===== config.mk =====
export PLATFORM = sky130hd
export DESIGN_NAME = lane_ser_top
export DESIGN_NICKNAME = d
export VERILOG_FILES = /design/src/lane_ser_pkg.sv /design/src/lane_ser_top.sv /design/src/lane_ser_arbiter.sv /design/src/lane_ser_lane.sv /design/src/lane_ser_router.sv
export VERILOG_INCLUDE_DIRS = /design/src
export SDC_FILE = /design/constraint.sdc
export NUM_CORES = 1
export LEC_CHECK = 0
export BUFFER_PORTS_ARGS = -buffer_cell sky130_fd_sc_hd__buf_2
export CAP_MARGIN = 10
export CORE_MARGIN = 2
export CORE_UTILIZATION = 60
export DETAILED_ROUTE_END_ITERATION = 8
export PLACE_DENSITY = 0.8
export SYNTH_ARGS = -nofsm -noshare
export SYNTH_HDL_FRONTEND = slang
export SYNTH_HIERARCHICAL = 1
export SYNTH_SLANG_ARGS = --single-unit

===== constraint.sdc =====
create_clock -name clk -period 12.6 [get_ports clk]
set_clock_uncertainty 0.1 [all_clocks]
set_input_delay 0.63 -clock clk [delete_from_list [all_inputs] [get_ports clk]]
set_output_delay 0.63 -clock clk [all_outputs]
set_load 0.005 [all_outputs]

===== src/lane_ser_cfg.svh =====
/*
 * Lane serializer configuration
 * Bus widths and lane count used by the package and the RTL
 */

`ifndef LANE_SER_CFG_SVH
`define LANE_SER_CFG_SVH

// Width of one wide flit on the push side
// Must be a multiple of the pop width and at least twice as wide
`define LANE_SER_PUSH_WIDTH 32

// Width of one narrow slice on the pop side
`define LANE_SER_POP_WIDTH 8

// Sideband metadata, copied onto every slice and never serialized
`define LANE_SER_META_WIDTH 3

// Number of serializer lanes behind the input router
`define LANE_SER_NUM_LANES 4

`endif

===== src/lane_ser_pkg.sv =====
/*
 * Lane serializer package
 * Vector types sized from the configuration macros, and the arbiter state
 */

`include "lane_ser_cfg.svh"

package lane_ser_pkg;

  // Number of pop slices carried by one push flit
  localparam int SER_RATIO = `LANE_SER_PUSH_WIDTH / `LANE_SER_POP_WIDTH;

  // --------------------
  // Vector types
  // --------------------
  typedef logic [`LANE_SER_PUSH_WIDTH-1:0] push_data_t;
  typedef logic [`LANE_SER_POP_WIDTH-1:0] pop_data_t;
  typedef logic [`LANE_SER_META_WIDTH-1:0] meta_t;
  typedef logic [$clog2(`LANE_SER_NUM_LANES)-1:0] lane_id_t;

  // Slice index within a flit, also used for the don't-care count
  typedef logic [$clog2(SER_RATIO)-1:0] slice_idx_t;

  // Packet-locked arbiter states
  typedef enum logic {
    ARB_IDLE,
    ARB_LOCKED
  } arb_state_e;

endpackage


===== src/lane_ser_top.sv =====
/*
 * Multi-lane flit serializer top level
 * Router, one serializer lane per lane number, and the packet arbiter
 */

`timescale 1ns/100ps

`include "lane_ser_cfg.svh"

module lane_ser_top #(
  parameter bit serialize_msb_first = 1'b1
) (
  input  logic                     clk,
  input  logic                     rst_n,
  input  logic                     push_valid,
  input  lane_ser_pkg::push_data_t push_data,
  input  logic                     push_last,
  input  lane_ser_pkg::slice_idx_t push_dont_care,
  input  lane_ser_pkg::meta_t      push_meta,
  input  lane_ser_pkg::lane_id_t   push_lane,
  output logic                     push_ready,
  input  logic                     pop_ready,
  output logic                     pop_valid,
  output lane_ser_pkg::pop_data_t  pop_data,
  output logic                     pop_last,
  output lane_ser_pkg::meta_t      pop_meta,
  output lane_ser_pkg::lane_id_t   pop_lane
);

  import lane_ser_pkg::*;

  localparam int NumLanes = `LANE_SER_NUM_LANES;

  // Router to lanes
  logic [NumLanes-1:0] lane_in_valid;
  logic [NumLanes-1:0] lane_in_ready;

  // Lanes to arbiter
  logic [NumLanes-1:0] lane_out_valid;
  logic [NumLanes-1:0] lane_out_ready;
  logic [NumLanes-1:0] lane_out_last;
  pop_data_t           lane_out_data [NumLanes];
  meta_t               lane_out_meta [NumLanes];

  lane_ser_router u_router (
    .push_valid    (push_valid),
    .push_lane     (push_lane),
    .lane_in_ready (lane_in_ready),
    .push_ready    (push_ready),
    .lane_in_valid (lane_in_valid)
  );

  // Flit fields are broadcast; only the routed valid differs per lane
  for (genvar i = 0; i < NumLanes; i++) begin : gen_lane
    lane_ser_lane #(
      .serialize_msb_first (serialize_msb_first)
    ) u_lane (
      .clk          (clk),
      .rst_n        (rst_n),
      .in_valid     (lane_in_valid[i]),
      .in_data      (push_data),
      .in_last      (push_last),
      .in_dont_care (push_dont_care),
      .in_meta      (push_meta),
      .out_ready    (lane_out_ready[i]),
      .in_ready     (lane_in_ready[i]),
      .out_valid    (lane_out_valid[i]),
      .out_data     (lane_out_data[i]),
      .out_last     (lane_out_last[i]),
      .out_meta     (lane_out_meta[i])
    );
  end

  lane_ser_arbiter u_arbiter (
    .clk            (clk),
    .rst_n          (rst_n),
    .lane_out_valid (lane_out_valid),
    .lane_out_data  (lane_out_data),
    .lane_out_last  (lane_out_last),
    .lane_out_meta  (lane_out_meta),
    .pop_ready      (pop_ready),
    .lane_out_ready (lane_out_ready),
    .pop_valid      (pop_valid),
    .pop_data       (pop_data),
    .pop_last       (pop_last),
    .pop_meta       (pop_meta),
    .pop_lane       (pop_lane)
  );

endmodule


===== src/lane_ser_arbiter.sv =====
/*
 * Lane serializer output arbiter
 * Round-robin over lanes with the grant held for a whole packet, so
 * slices of different packets never interleave on the pop side
 */

`timescale 1ns/100ps

`include "lane_ser_cfg.svh"

module lane_ser_arbiter (
  input  logic                             clk,
  input  logic                             rst_n,
  input  logic [`LANE_SER_NUM_LANES-1:0]   lane_out_valid,
  input  lane_ser_pkg::pop_data_t          lane_out_data [`LANE_SER_NUM_LANES],
  input  logic [`LANE_SER_NUM_LANES-1:0]   lane_out_last,
  input  lane_ser_pkg::meta_t              lane_out_meta [`LANE_SER_NUM_LANES],
  input  logic                             pop_ready,
  output logic [`LANE_SER_NUM_LANES-1:0]   lane_out_ready,
  output logic                             pop_valid,
  output lane_ser_pkg::pop_data_t          pop_data,
  output logic                             pop_last,
  output lane_ser_pkg::meta_t              pop_meta,
  output lane_ser_pkg::lane_id_t           pop_lane
);

  import lane_ser_pkg::*;

  localparam int NumLanes = `LANE_SER_NUM_LANES;

  arb_state_e state;
  arb_state_e state_next;
  lane_id_t   grant_q;
  lane_id_t   rr_ptr;
  lane_id_t   pick;
  logic       pick_found;
  lane_id_t   sel;
  logic       pop_fire;

  // --------------------
  // Rotating priority
  // --------------------
  // Search starts just after the last granted lane and wraps around to it
  always_comb begin
    lane_id_t cand;
    pick       = rr_ptr;
    pick_found = 1'b0;
    for (int i = 1; i <= NumLanes; i++) begin
      cand = lane_id_t'((int'(rr_ptr) + i) % NumLanes);
      if (!pick_found && lane_out_valid[cand]) begin
        pick       = cand;
        pick_found = 1'b1;
      end
    end
  end

  // A locked packet keeps its lane; otherwise the search result passes through
  assign sel = (state == ARB_LOCKED) ? grant_q : pick;

  assign pop_valid = lane_out_valid[sel];
  assign pop_data  = lane_out_data[sel];
  assign pop_last  = lane_out_last[sel];
  assign pop_meta  = lane_out_meta[sel];
  assign pop_lane  = sel;
  assign pop_fire  = pop_valid && pop_ready;

  // Pop ready goes back to the selected lane only
  always_comb begin
    for (int i = 0; i < NumLanes; i++) begin
      lane_out_ready[i] = pop_ready && (sel == lane_id_t'(i));
    end
  end

  // --------------------
  // Packet lock FSM
  // --------------------
  // Locking also on a stalled first slice keeps pop_data stable under back-pressure
  always_comb begin
    state_next = state;
    case (state)
      ARB_IDLE:   if (pop_valid && !(pop_fire && pop_last)) state_next = ARB_LOCKED;
      ARB_LOCKED: if (pop_fire && pop_last) state_next = ARB_IDLE;
      default:    state_next = ARB_IDLE;
    endcase
  end

  always_ff @(posedge clk or negedge rst_n) begin
    if (!rst_n) begin
      state   <= ARB_IDLE;
      grant_q <= '0;
      rr_ptr  <= '0;
    end else begin
      state <= state_next;
      if (state == ARB_IDLE && pop_valid) begin
        grant_q <= pick;
      end
      // Pointer moves once the packet on the selected lane has ended
      if (pop_fire && pop_last) begin
        rr_ptr <= sel;
      end
    end
  end

endmodule


===== src/lane_ser_lane.sv =====
/*
 * Lane serializer lane
 * Holds one push flit and emits it as pop slices, ending early on the
 * last flit of a packet when it carries don't-care slices at its tail
 */

`timescale 1ns/100ps

module lane_ser_lane #(
  parameter bit serialize_msb_first = 1'b1
) (
  input  logic                     clk,
  input  logic                     rst_n,
  input  logic                     in_valid,
  input  lane_ser_pkg::push_data_t in_data,
  input  logic                     in_last,
  input  lane_ser_pkg::slice_idx_t in_dont_care,
  input  lane_ser_pkg::meta_t      in_meta,
  input  logic                     out_ready,
  output logic                     in_ready,
  output logic                     out_valid,
  output lane_ser_pkg::pop_data_t  out_data,
  output logic                     out_last,
  output lane_ser_pkg::meta_t      out_meta
);

  import lane_ser_pkg::*;

  localparam int PopWidth = $bits(pop_data_t);
  localparam slice_idx_t LastIdx = slice_idx_t'(SER_RATIO - 1);

  // Holding register for the current flit
  push_data_t flit_data;
  logic       flit_last;
  slice_idx_t flit_dont_care;
  meta_t      flit_meta;
  logic       full;

  // Slice sequencing
  slice_idx_t slice_cnt;
  slice_idx_t slice_sel;
  slice_idx_t final_idx;
  logic       final_slice;
  logic       in_fire;
  logic       out_fire;

  // --------------------
  // Handshakes
  // --------------------
  assign in_fire  = in_valid && in_ready;
  assign out_fire = out_valid && out_ready;

  // The register refills in the same cycle its final slice leaves, so a
  // busy lane keeps emitting one slice per cycle
  assign in_ready = !full || (out_fire && final_slice);

  // Only a last flit may stop before the top slice index
  assign final_idx   = flit_last ? (LastIdx - flit_dont_care) : LastIdx;
  assign final_slice = (slice_cnt == final_idx);

  always_ff @(posedge clk or negedge rst_n) begin
    if (!rst_n) begin
      full <= 1'b0;
    end else if (in_fire) begin
      full <= 1'b1;
    end else if (out_fire && final_slice) begin
      full <= 1'b0;
    end
  end

  // Counter advances per accepted slice and restarts on the final one
  always_ff @(posedge clk or negedge rst_n) begin
    if (!rst_n) begin
      slice_cnt <= '0;
    end else if (out_fire) begin
      slice_cnt <= final_slice ? '0 : slice_cnt + 1'b1;
    end
  end

  // Holding register loads the whole flit on acceptance
  always_ff @(posedge clk) begin
    if (in_fire) begin
      flit_data      <= in_data;
      flit_last      <= in_last;
      flit_dont_care <= in_dont_care;
      flit_meta      <= in_meta;
    end
  end

  // --------------------
  // Slice mux
  // --------------------
  // With MSB first, count 0 maps to the top slice of the flit
  assign slice_sel = serialize_msb_first ? (LastIdx - slice_cnt) : slice_cnt;
  assign out_data  = flit_data[slice_sel*PopWidth +: PopWidth];

  assign out_valid = full;
  // Packet end is flagged only on the final slice of a last flit
  assign out_last  = flit_last && final_slice;
  assign out_meta  = flit_meta;

endmodule


===== src/lane_ser_router.sv =====
/*
 * Lane serializer input router
 * Decodes the lane number of a push flit into a one-hot lane valid and
 * returns the addressed lane's ready as push_ready
 */

`timescale 1ns/100ps

`include "lane_ser_cfg.svh"

module lane_ser_router (
  input  logic                             push_valid,
  input  lane_ser_pkg::lane_id_t           push_lane,
  input  logic [`LANE_SER_NUM_LANES-1:0]   lane_in_ready,
  output logic                             push_ready,
  output logic [`LANE_SER_NUM_LANES-1:0]   lane_in_valid
);

  import lane_ser_pkg::*;

  localparam int NumLanes = `LANE_SER_NUM_LANES;

  // One-hot match of the push lane number against every lane
  logic [NumLanes-1:0] lane_hit;

  // --------------------
  // Lane decode
  // --------------------
  // A lane number outside the lane range hits nothing, so the flit is
  // never accepted and push_ready stays low
  always_comb begin
    for (int i = 0; i < NumLanes; i++) begin
      lane_hit[i] = (push_lane == lane_id_t'(i));
    end
  end

  // Only the addressed lane sees a valid; the flit fields go to all lanes
  assign lane_in_valid = lane_hit & {NumLanes{push_valid}};

  // Ready of the addressed lane only, independent of push_valid
  always_comb begin
    push_ready = 1'b0;
    for (int i = 0; i < NumLanes; i++) begin
      push_ready = push_ready | (lane_hit[i] & lane_in_ready[i]);
    end
  end

endmodule


==> results of run 1 <==
[kinds of logic after synthesis]
logic type / share of synthesized area, %
flops: 70.52
compound gates: 6.561
simple gates: 4.156
xor+xnor: 0.9903
buf+inv: 2.971
mux: 14.80
[area by class of cell]
type / instances / area, um^2
sequential: 169 / 4990
clock inverter: 15 / 240.2
inverter: 15 / 56.30
multi-input combinational: 170 / 1921
tap: 143 / 178.9
timing repair buffer: 64 / 332.8
clock buffer: 17 / 425.4
fill: 655 / 3323
[per-stage QoR]
stage	cells	area (um^2)
final	593	8144
after global routing	593	8144
after CTS	593	8144
after detailed placement	561	7478
after global placement	561	7478
after floorplan	368	7076
[routing by layer]
layer / vias up / part of all wire [%] / global-route usage [%]
met5: - / 0 / 0
met4: 0 / 2.4 / 10.08
met3: 24 / 6.1 / 6.479
met2: 139 / 52 / 37.76
met1: 1966 / 40 / 30.21
li1: 1660 / - / -
[cells in the final DEF (no fill, tap or decap), drive strengths merged, types with 2 or more instances in the layout]
| cell | n |
|---|---|
| a21oi | 18 |
| clkinv | 4 |
| mux2 | 3 |
| nand2 | 10 |
| inv | 20 |
| a32oi | 4 |
| mux4 | 44 |
| and2b | 4 |
| o21ai | 12 |
| nor2b | 6 |
| a211o | 4 |
| nor3b | 2 |
| a21o | 4 |
| a311oi | 8 |
| clkbuf | 17 |
| dfrtp | 17 |
| and3 | 8 |
| a22oi | 2 |
| bufinv | 5 |
| nand2b | 3 |
| a31oi | 5 |
| xor2 | 8 |
| nor2 | 10 |
| buf | 64 |
| edfxtp | 152 |
| a221o | 4 |
| and3b | 6 |
[path summary, 6_finish.rpt]
path                                               from                          endpoint  slack, ns  cells after the start
min in group clk                           push_data[8]   gen_lane[0].u_lane/flit_data[8]       0.33                      1
setup reg to reg           gen_lane[3].u_lane/out_valid  gen_lane[0].u_lane/flit_data[30]       8.82                      8
setup / recovery           gen_lane[3].u_lane/out_valid                        push_ready       8.31                     10
hold / removal                                    rst_n               u_arbiter/rr_ptr[1]       0.04                      1
hold reg to reg                    u_arbiter/grant_q[1]              u_arbiter/grant_q[1]       0.43                      1
max in group asynchronous                         rst_n   gen_lane[2].u_lane/slice_cnt[0]      12.06                      1
[state kept, by name (all words and copies together), names as in the netlist]
signal	flops
gen_lane.u_lane/flit_data	128
gen_lane.u_lane/flit_dont_care	8
gen_lane.u_lane/flit_last	4
gen_lane.u_lane/out_meta	12
gen_lane.u_lane/out_valid	4
gen_lane.u_lane/slice_cnt	8
u_arbiter/grant_q	2
u_arbiter/rr_ptr	2
u_arbiter/state	1
[report_power, final]
part           switching, mW  internal (mW)  total (mW)
sequential            0.0902          0.643       0.733
clock                  0.216          0.357       0.573
combinational          0.193          0.237       0.430
total                  0.499           1.24        1.74
[critical path, cell delays in order, from the launching register on]
cell and delay [ns]:
dfrtp_1 0.44, nor2b_1 0.19, o21a_1 0.22, o41ai_4 0.76, buf_4 0.37, inv_2 0.11, and3_1 0.22, nor2_1 0.16
a21oi_1 0.06, mux4_2 0.45, buf_2 0.14
==> flow_summary.ini, run 1 <==
[run_status]
outcome = finished, final reports clean

[final_layout]
syn_to_final_growth_pct = 15.10
drive_above_1_share_pct = 33.33
n_antenna_cell = 0
fin_nets = 481
final_core_util_pct = 71.02

[yosys]
ys_types = 38
synth_edf_count = 152
synth_area_leaders = edfxtp_1, mux4_2, dfrtp_1
synth-main-ff-cell = edfxtp_1
synth_nets = 412
ys_top_cells_by_count = edfxtp_1, mux4_2, a21oi_1
yosysWarnings = 6
synthCells = 368
synth-seq-cells = 169
synth_area_um2 = 7076
syn_area_per_cell_um2 = 19.23
yosysTopAreaCell = edfxtp_1
yosysMostFrequentCell = edfxtp_1
synth.top_cell.area_share_pct = 64.51
yosysSeqAreaShare_pct = 70.52
async_flop_share_pct = 10.06

[hold_path]
worstHoldPathType = input port to asynchronous set/reset pin

[pwr]
power_density_nw_per_um2 = 213.3
power.total_mw = 1.737
leakagePower_nw = 2.878
irDropWorstVdd_mv = 0.1835

[timing]
maxSlewHeadroom_pct = 33.03
hold_viol = 0
fin_ws_ns = 8.311
rsz0062_at_grt = no
whs_ns = 0.03680
max_freq_mhz = 233.1
tns_ns = 0
worst_pin_slew_ns = 1.005
slew_viol_final = 0
timing.final.crit_share_pct = 34.04
period_minus_slack_ns = 4.289
finalSetupViolCount = 0

[placement]
gp_congestion = 0.8320
dp_slack_ns = 8.764
hpwl_um = 8500
port_buffers = 59

[setup_path]
worstSetupPathType = flip-flop to output port
cp-end-kind = output port
crit_arrival_ns = 3.56
cp_data_required_time_ns = 11.87
crit_path_start_kind = flip-flop
worstPathMaxFanout = 12

[floorplanning]
core_um2 = 11470
die_w_um = 112.6
start_util_pct = 61.70
io_pins = 60
dieHeight_um = 112.6
die-area_um2 = 12680
rows = 39

[global_route]
globalRouteTotalUtil_pct = 23.35
grt_pass1_vias = 3809
grt_max_degree = 39
antenna_found_initial = 0
grt_first_pass_wirelength_um = 21270
grt_overflow = 0

[detailed_routing]
wl_per_cell_um = 23.42
initialDrtViolationCount = 371
routed_wl_um = 13890
drc = 0
dr.pass1.iters = 5
vias = 3789
via_per_inst = 6.390
drt.antenna.violating_nets = 0

[run]
drv_cap = 0

[clock_network]
cts_root_buf = clkbuf_16
cts.htree.levels = 4
ctsLongestPathBuffers = 2
cts_buffers = 17
cts_sinks = 169
cts_tree = done
clkTransAtPathRegs_ns = 0.06
hold_buffers = 0
post_cts.repair.setup_buffers = 0
clock_latency_ns = 0.42
post_cts_resized = 0
Note: power is estimated with default switching activity, not from simulation.
==> inputs of run 2 (changes only) <==
--- a/config.mk
+++ b/config.mk
@@ -9,9 +9,9 @@
 export BUFFER_PORTS_ARGS = -buffer_cell sky130_fd_sc_hd__buf_2
 export CAP_MARGIN = 10
 export CORE_MARGIN = 2
-export CORE_UTILIZATION = 60
+export CORE_UTILIZATION = 53
 export DETAILED_ROUTE_END_ITERATION = 8
-export PLACE_DENSITY = 0.8
+export PLACE_DENSITY = 0.75
 export SYNTH_ARGS = -nofsm -noshare
 export SYNTH_HDL_FRONTEND = slang
 export SYNTH_HIERARCHICAL = 1
==> constraint.sdc (replaced) <==
create_clock -name clk -period 3.7 [get_ports clk]
set_clock_uncertainty 0.1 [all_clocks]
set_input_delay 0.185 -clock clk [delete_from_list [all_inputs] [get_ports clk]]
set_output_delay 0.185 -clock clk [all_outputs]
set_load 0.005 [all_outputs]
==> flow_summary.ini, run 2 (same netlist as run 1, synthesis figures left out) <==
[run_status]
outcome = finished, final reports clean

[detailed_routing]
drt.antenna.violating_nets = 0
via_per_inst = 5.753
dr.pass1.iters = 4
routed_wl_um = 13830
initialDrtViolationCount = 297
wl_per_cell_um = 20.70
drc = 0
vias = 3843

[final_layout]
largest_register_ffs = 128
final_common_cell = edfxtp_1
syn_to_final_growth_pct = 20.32
postLayoutCellArea_um2 = 8513
regMostFlops = gen_lane.u_lane/flit_data
fin_nets = 524
layout.cells.most_common_list = edfxtp_1, buf_2, mux4_2
drive_above_1_share_pct = 30.49
seqCellArea_um2 = 4990
nFillCells = 901
n_antenna_cell = 0
multi_input_area_um2 = 1921

[clock_network]
post_cts.repair.setup_buffers = 0
cts_tree = done
cts_sinks = 169
cts_root_buf = clkbuf_16
clkTransAtPathRegs_ns = 0.06
clock_latency_ns = 0.43
cts.htree.levels = 4
cts_buffers = 17
ctsLongestPathBuffers = 2

[global_route]
grt_first_pass_wirelength_um = 21710
antenna_found_initial = 0
grt_overflow = 0
grt_pass1_vias = 4022
grt_max_degree = 39
globalRouteTotalUtil_pct = 21.10

[pwr]
irDropWorstVdd_mv = 0.5430
pwr-share-comb_pct = 27.0
power_density_nw_per_um2 = 668.6
p_switching_mw = 1.654
internal_power_mw = 4.038
power_frac_clock_pct = 29.5
pwr-share-seq_pct = 43.5
leakagePower_nw = 3.009
swShare_pct = 29.06

[setup_path]
cp_cell_sequence = nor2b_1 > o21a_1 > o41ai_4 > buf_4 > inv_2 > and3_1 > nor2_1 > a21oi_1 > mux4_2 > buf_2
crit_arrival_ns = 2.87
worst_path_max_delay_cell = mux4_2
worst_path_largest_cell_delay_ns = 0.47
worstPathMaxFanout = 10
worstSetupPathType = flip-flop to output port
regToRegSetupSlack_ns = 0.89
cp-end-kind = output port
r2r_cells = 9
crit_path_start_kind = flip-flop
cp_data_required_time_ns = 3.41

[floorplanning]
rows = 42
core_um2 = 13140
start_util_pct = 53.86
die-area_um2 = 14290
die_w_um = 119.5
io_pins = 60
dieHeight_um = 119.5

[placement]
port_buffers = 59
placed_area_um2 = 7562
gp_congestion = 0.8858
hpwl_um = 8663

[timing]
tns_ns = 0
worst_pin_slew_ns = 0.9056
max_freq_mhz = 317.3
hold_viol = 0
finalSetupViolCount = 0
rsz0062_at_grt = no
slew_viol_final = 0
maxSlewHeadroom_pct = 39.62
period_minus_slack_ns = 3.152
timing.final.crit_share_pct = 85.19

[run]
drv_cap = 0

[hold_path]
min_path_cells = 3
worstHoldPathType = input port to flip-flop
==> run 2: area by class of cell <==
type                            instances  area share (%)
Clock buffer                           20           5.129
Clock inverter                         11           1.455
Timing Repair Buffer                  107           8.995
Inverter                               15          0.6614
Sequential cell                       169           58.61
Tap cell                              176           2.587
Multi-Input combinational cell        170           22.56
==> run 2: path summary, 6_finish.rpt <==
kind	start	to
worst max-delay path	gen_lane[3].u_lane/out_valid	push_ready
worst max register to register	gen_lane[3].u_lane/out_valid	gen_lane[2].u_lane/out_meta[2]
worst min register to register	u_arbiter/grant_q[1]	u_arbiter/grant_q[1]
min in group asynchronous	rst_n	gen_lane[3].u_lane/slice_cnt[0]
worst min-delay path	pop_ready	u_arbiter/state
max in group asynchronous	rst_n	gen_lane[0].u_lane/slice_cnt[1]
==> run 2: what timing repair did <==
| item | CTS | global route |
|---|---|---|
| hold buffers | 39 | 0 |
| hold endpoints to repair | 169 | 0 |
| resized for setup | 0 | 0 |
==> run 2: per-stage QoR <==
stage | setup WS [ns] | power [mW] | cells | utilization, % | hold slack [ns]
6_report | 0.5479 | 5.692 | 668 | 64.80 | 0.08221
2_1_floorplan | 0.2440 | 3.609 | 368 | - | -0.2106
4_1_cts | 0.5426 | 5.750 | 668 | 64.80 | 0.06088
5_1_grt | 0.3957 | 5.957 | 668 | 64.80 | 0.07667
3_5_place_dp | 0.9114 | 4.041 | 598 | 57.56 | 0.04273
3_3_place_gp | 0.9918 | 4.007 | 598 | 57.56 | 0.03826
==> run 2: worst max-delay path: cells and delay by family (launching register included) <==
kind / cells / cell delay, ns
and+or+nand+nor: 3 / 0.57
AOI/OAI and AO/OA: 3 / 0.49
buffers and inverters: 3 / 0.49
muxes: 1 / 0.47
DFF: 1 / 0.42
==> run 2: per-layer routing <==
layer | global-route usage, % | up-vias | share of wire, %
met3 | 5.228 | 20 | 6.6
met4 | 8.382 | 0 | 1.8
met2 | 35.14 | 135 | 51
met5 | 0 | - | 0
met1 | 26.91 | 1941 | 40
li1 | - | 1747 | -
==> run 2: power by group through the flow <==
stage / sequential [mW] / combinational [mW] / clock, mW
final: 2.48 / 1.53 / 1.68
after global routing: 2.51 / 1.66 / 1.79
after CTS: 2.49 / 1.55 / 1.71
after detailed placement: 2.53 / 1.51 / 0
after global placement: 2.52 / 1.48 / 0
after floorplan: 2.29 / 1.31 / 0
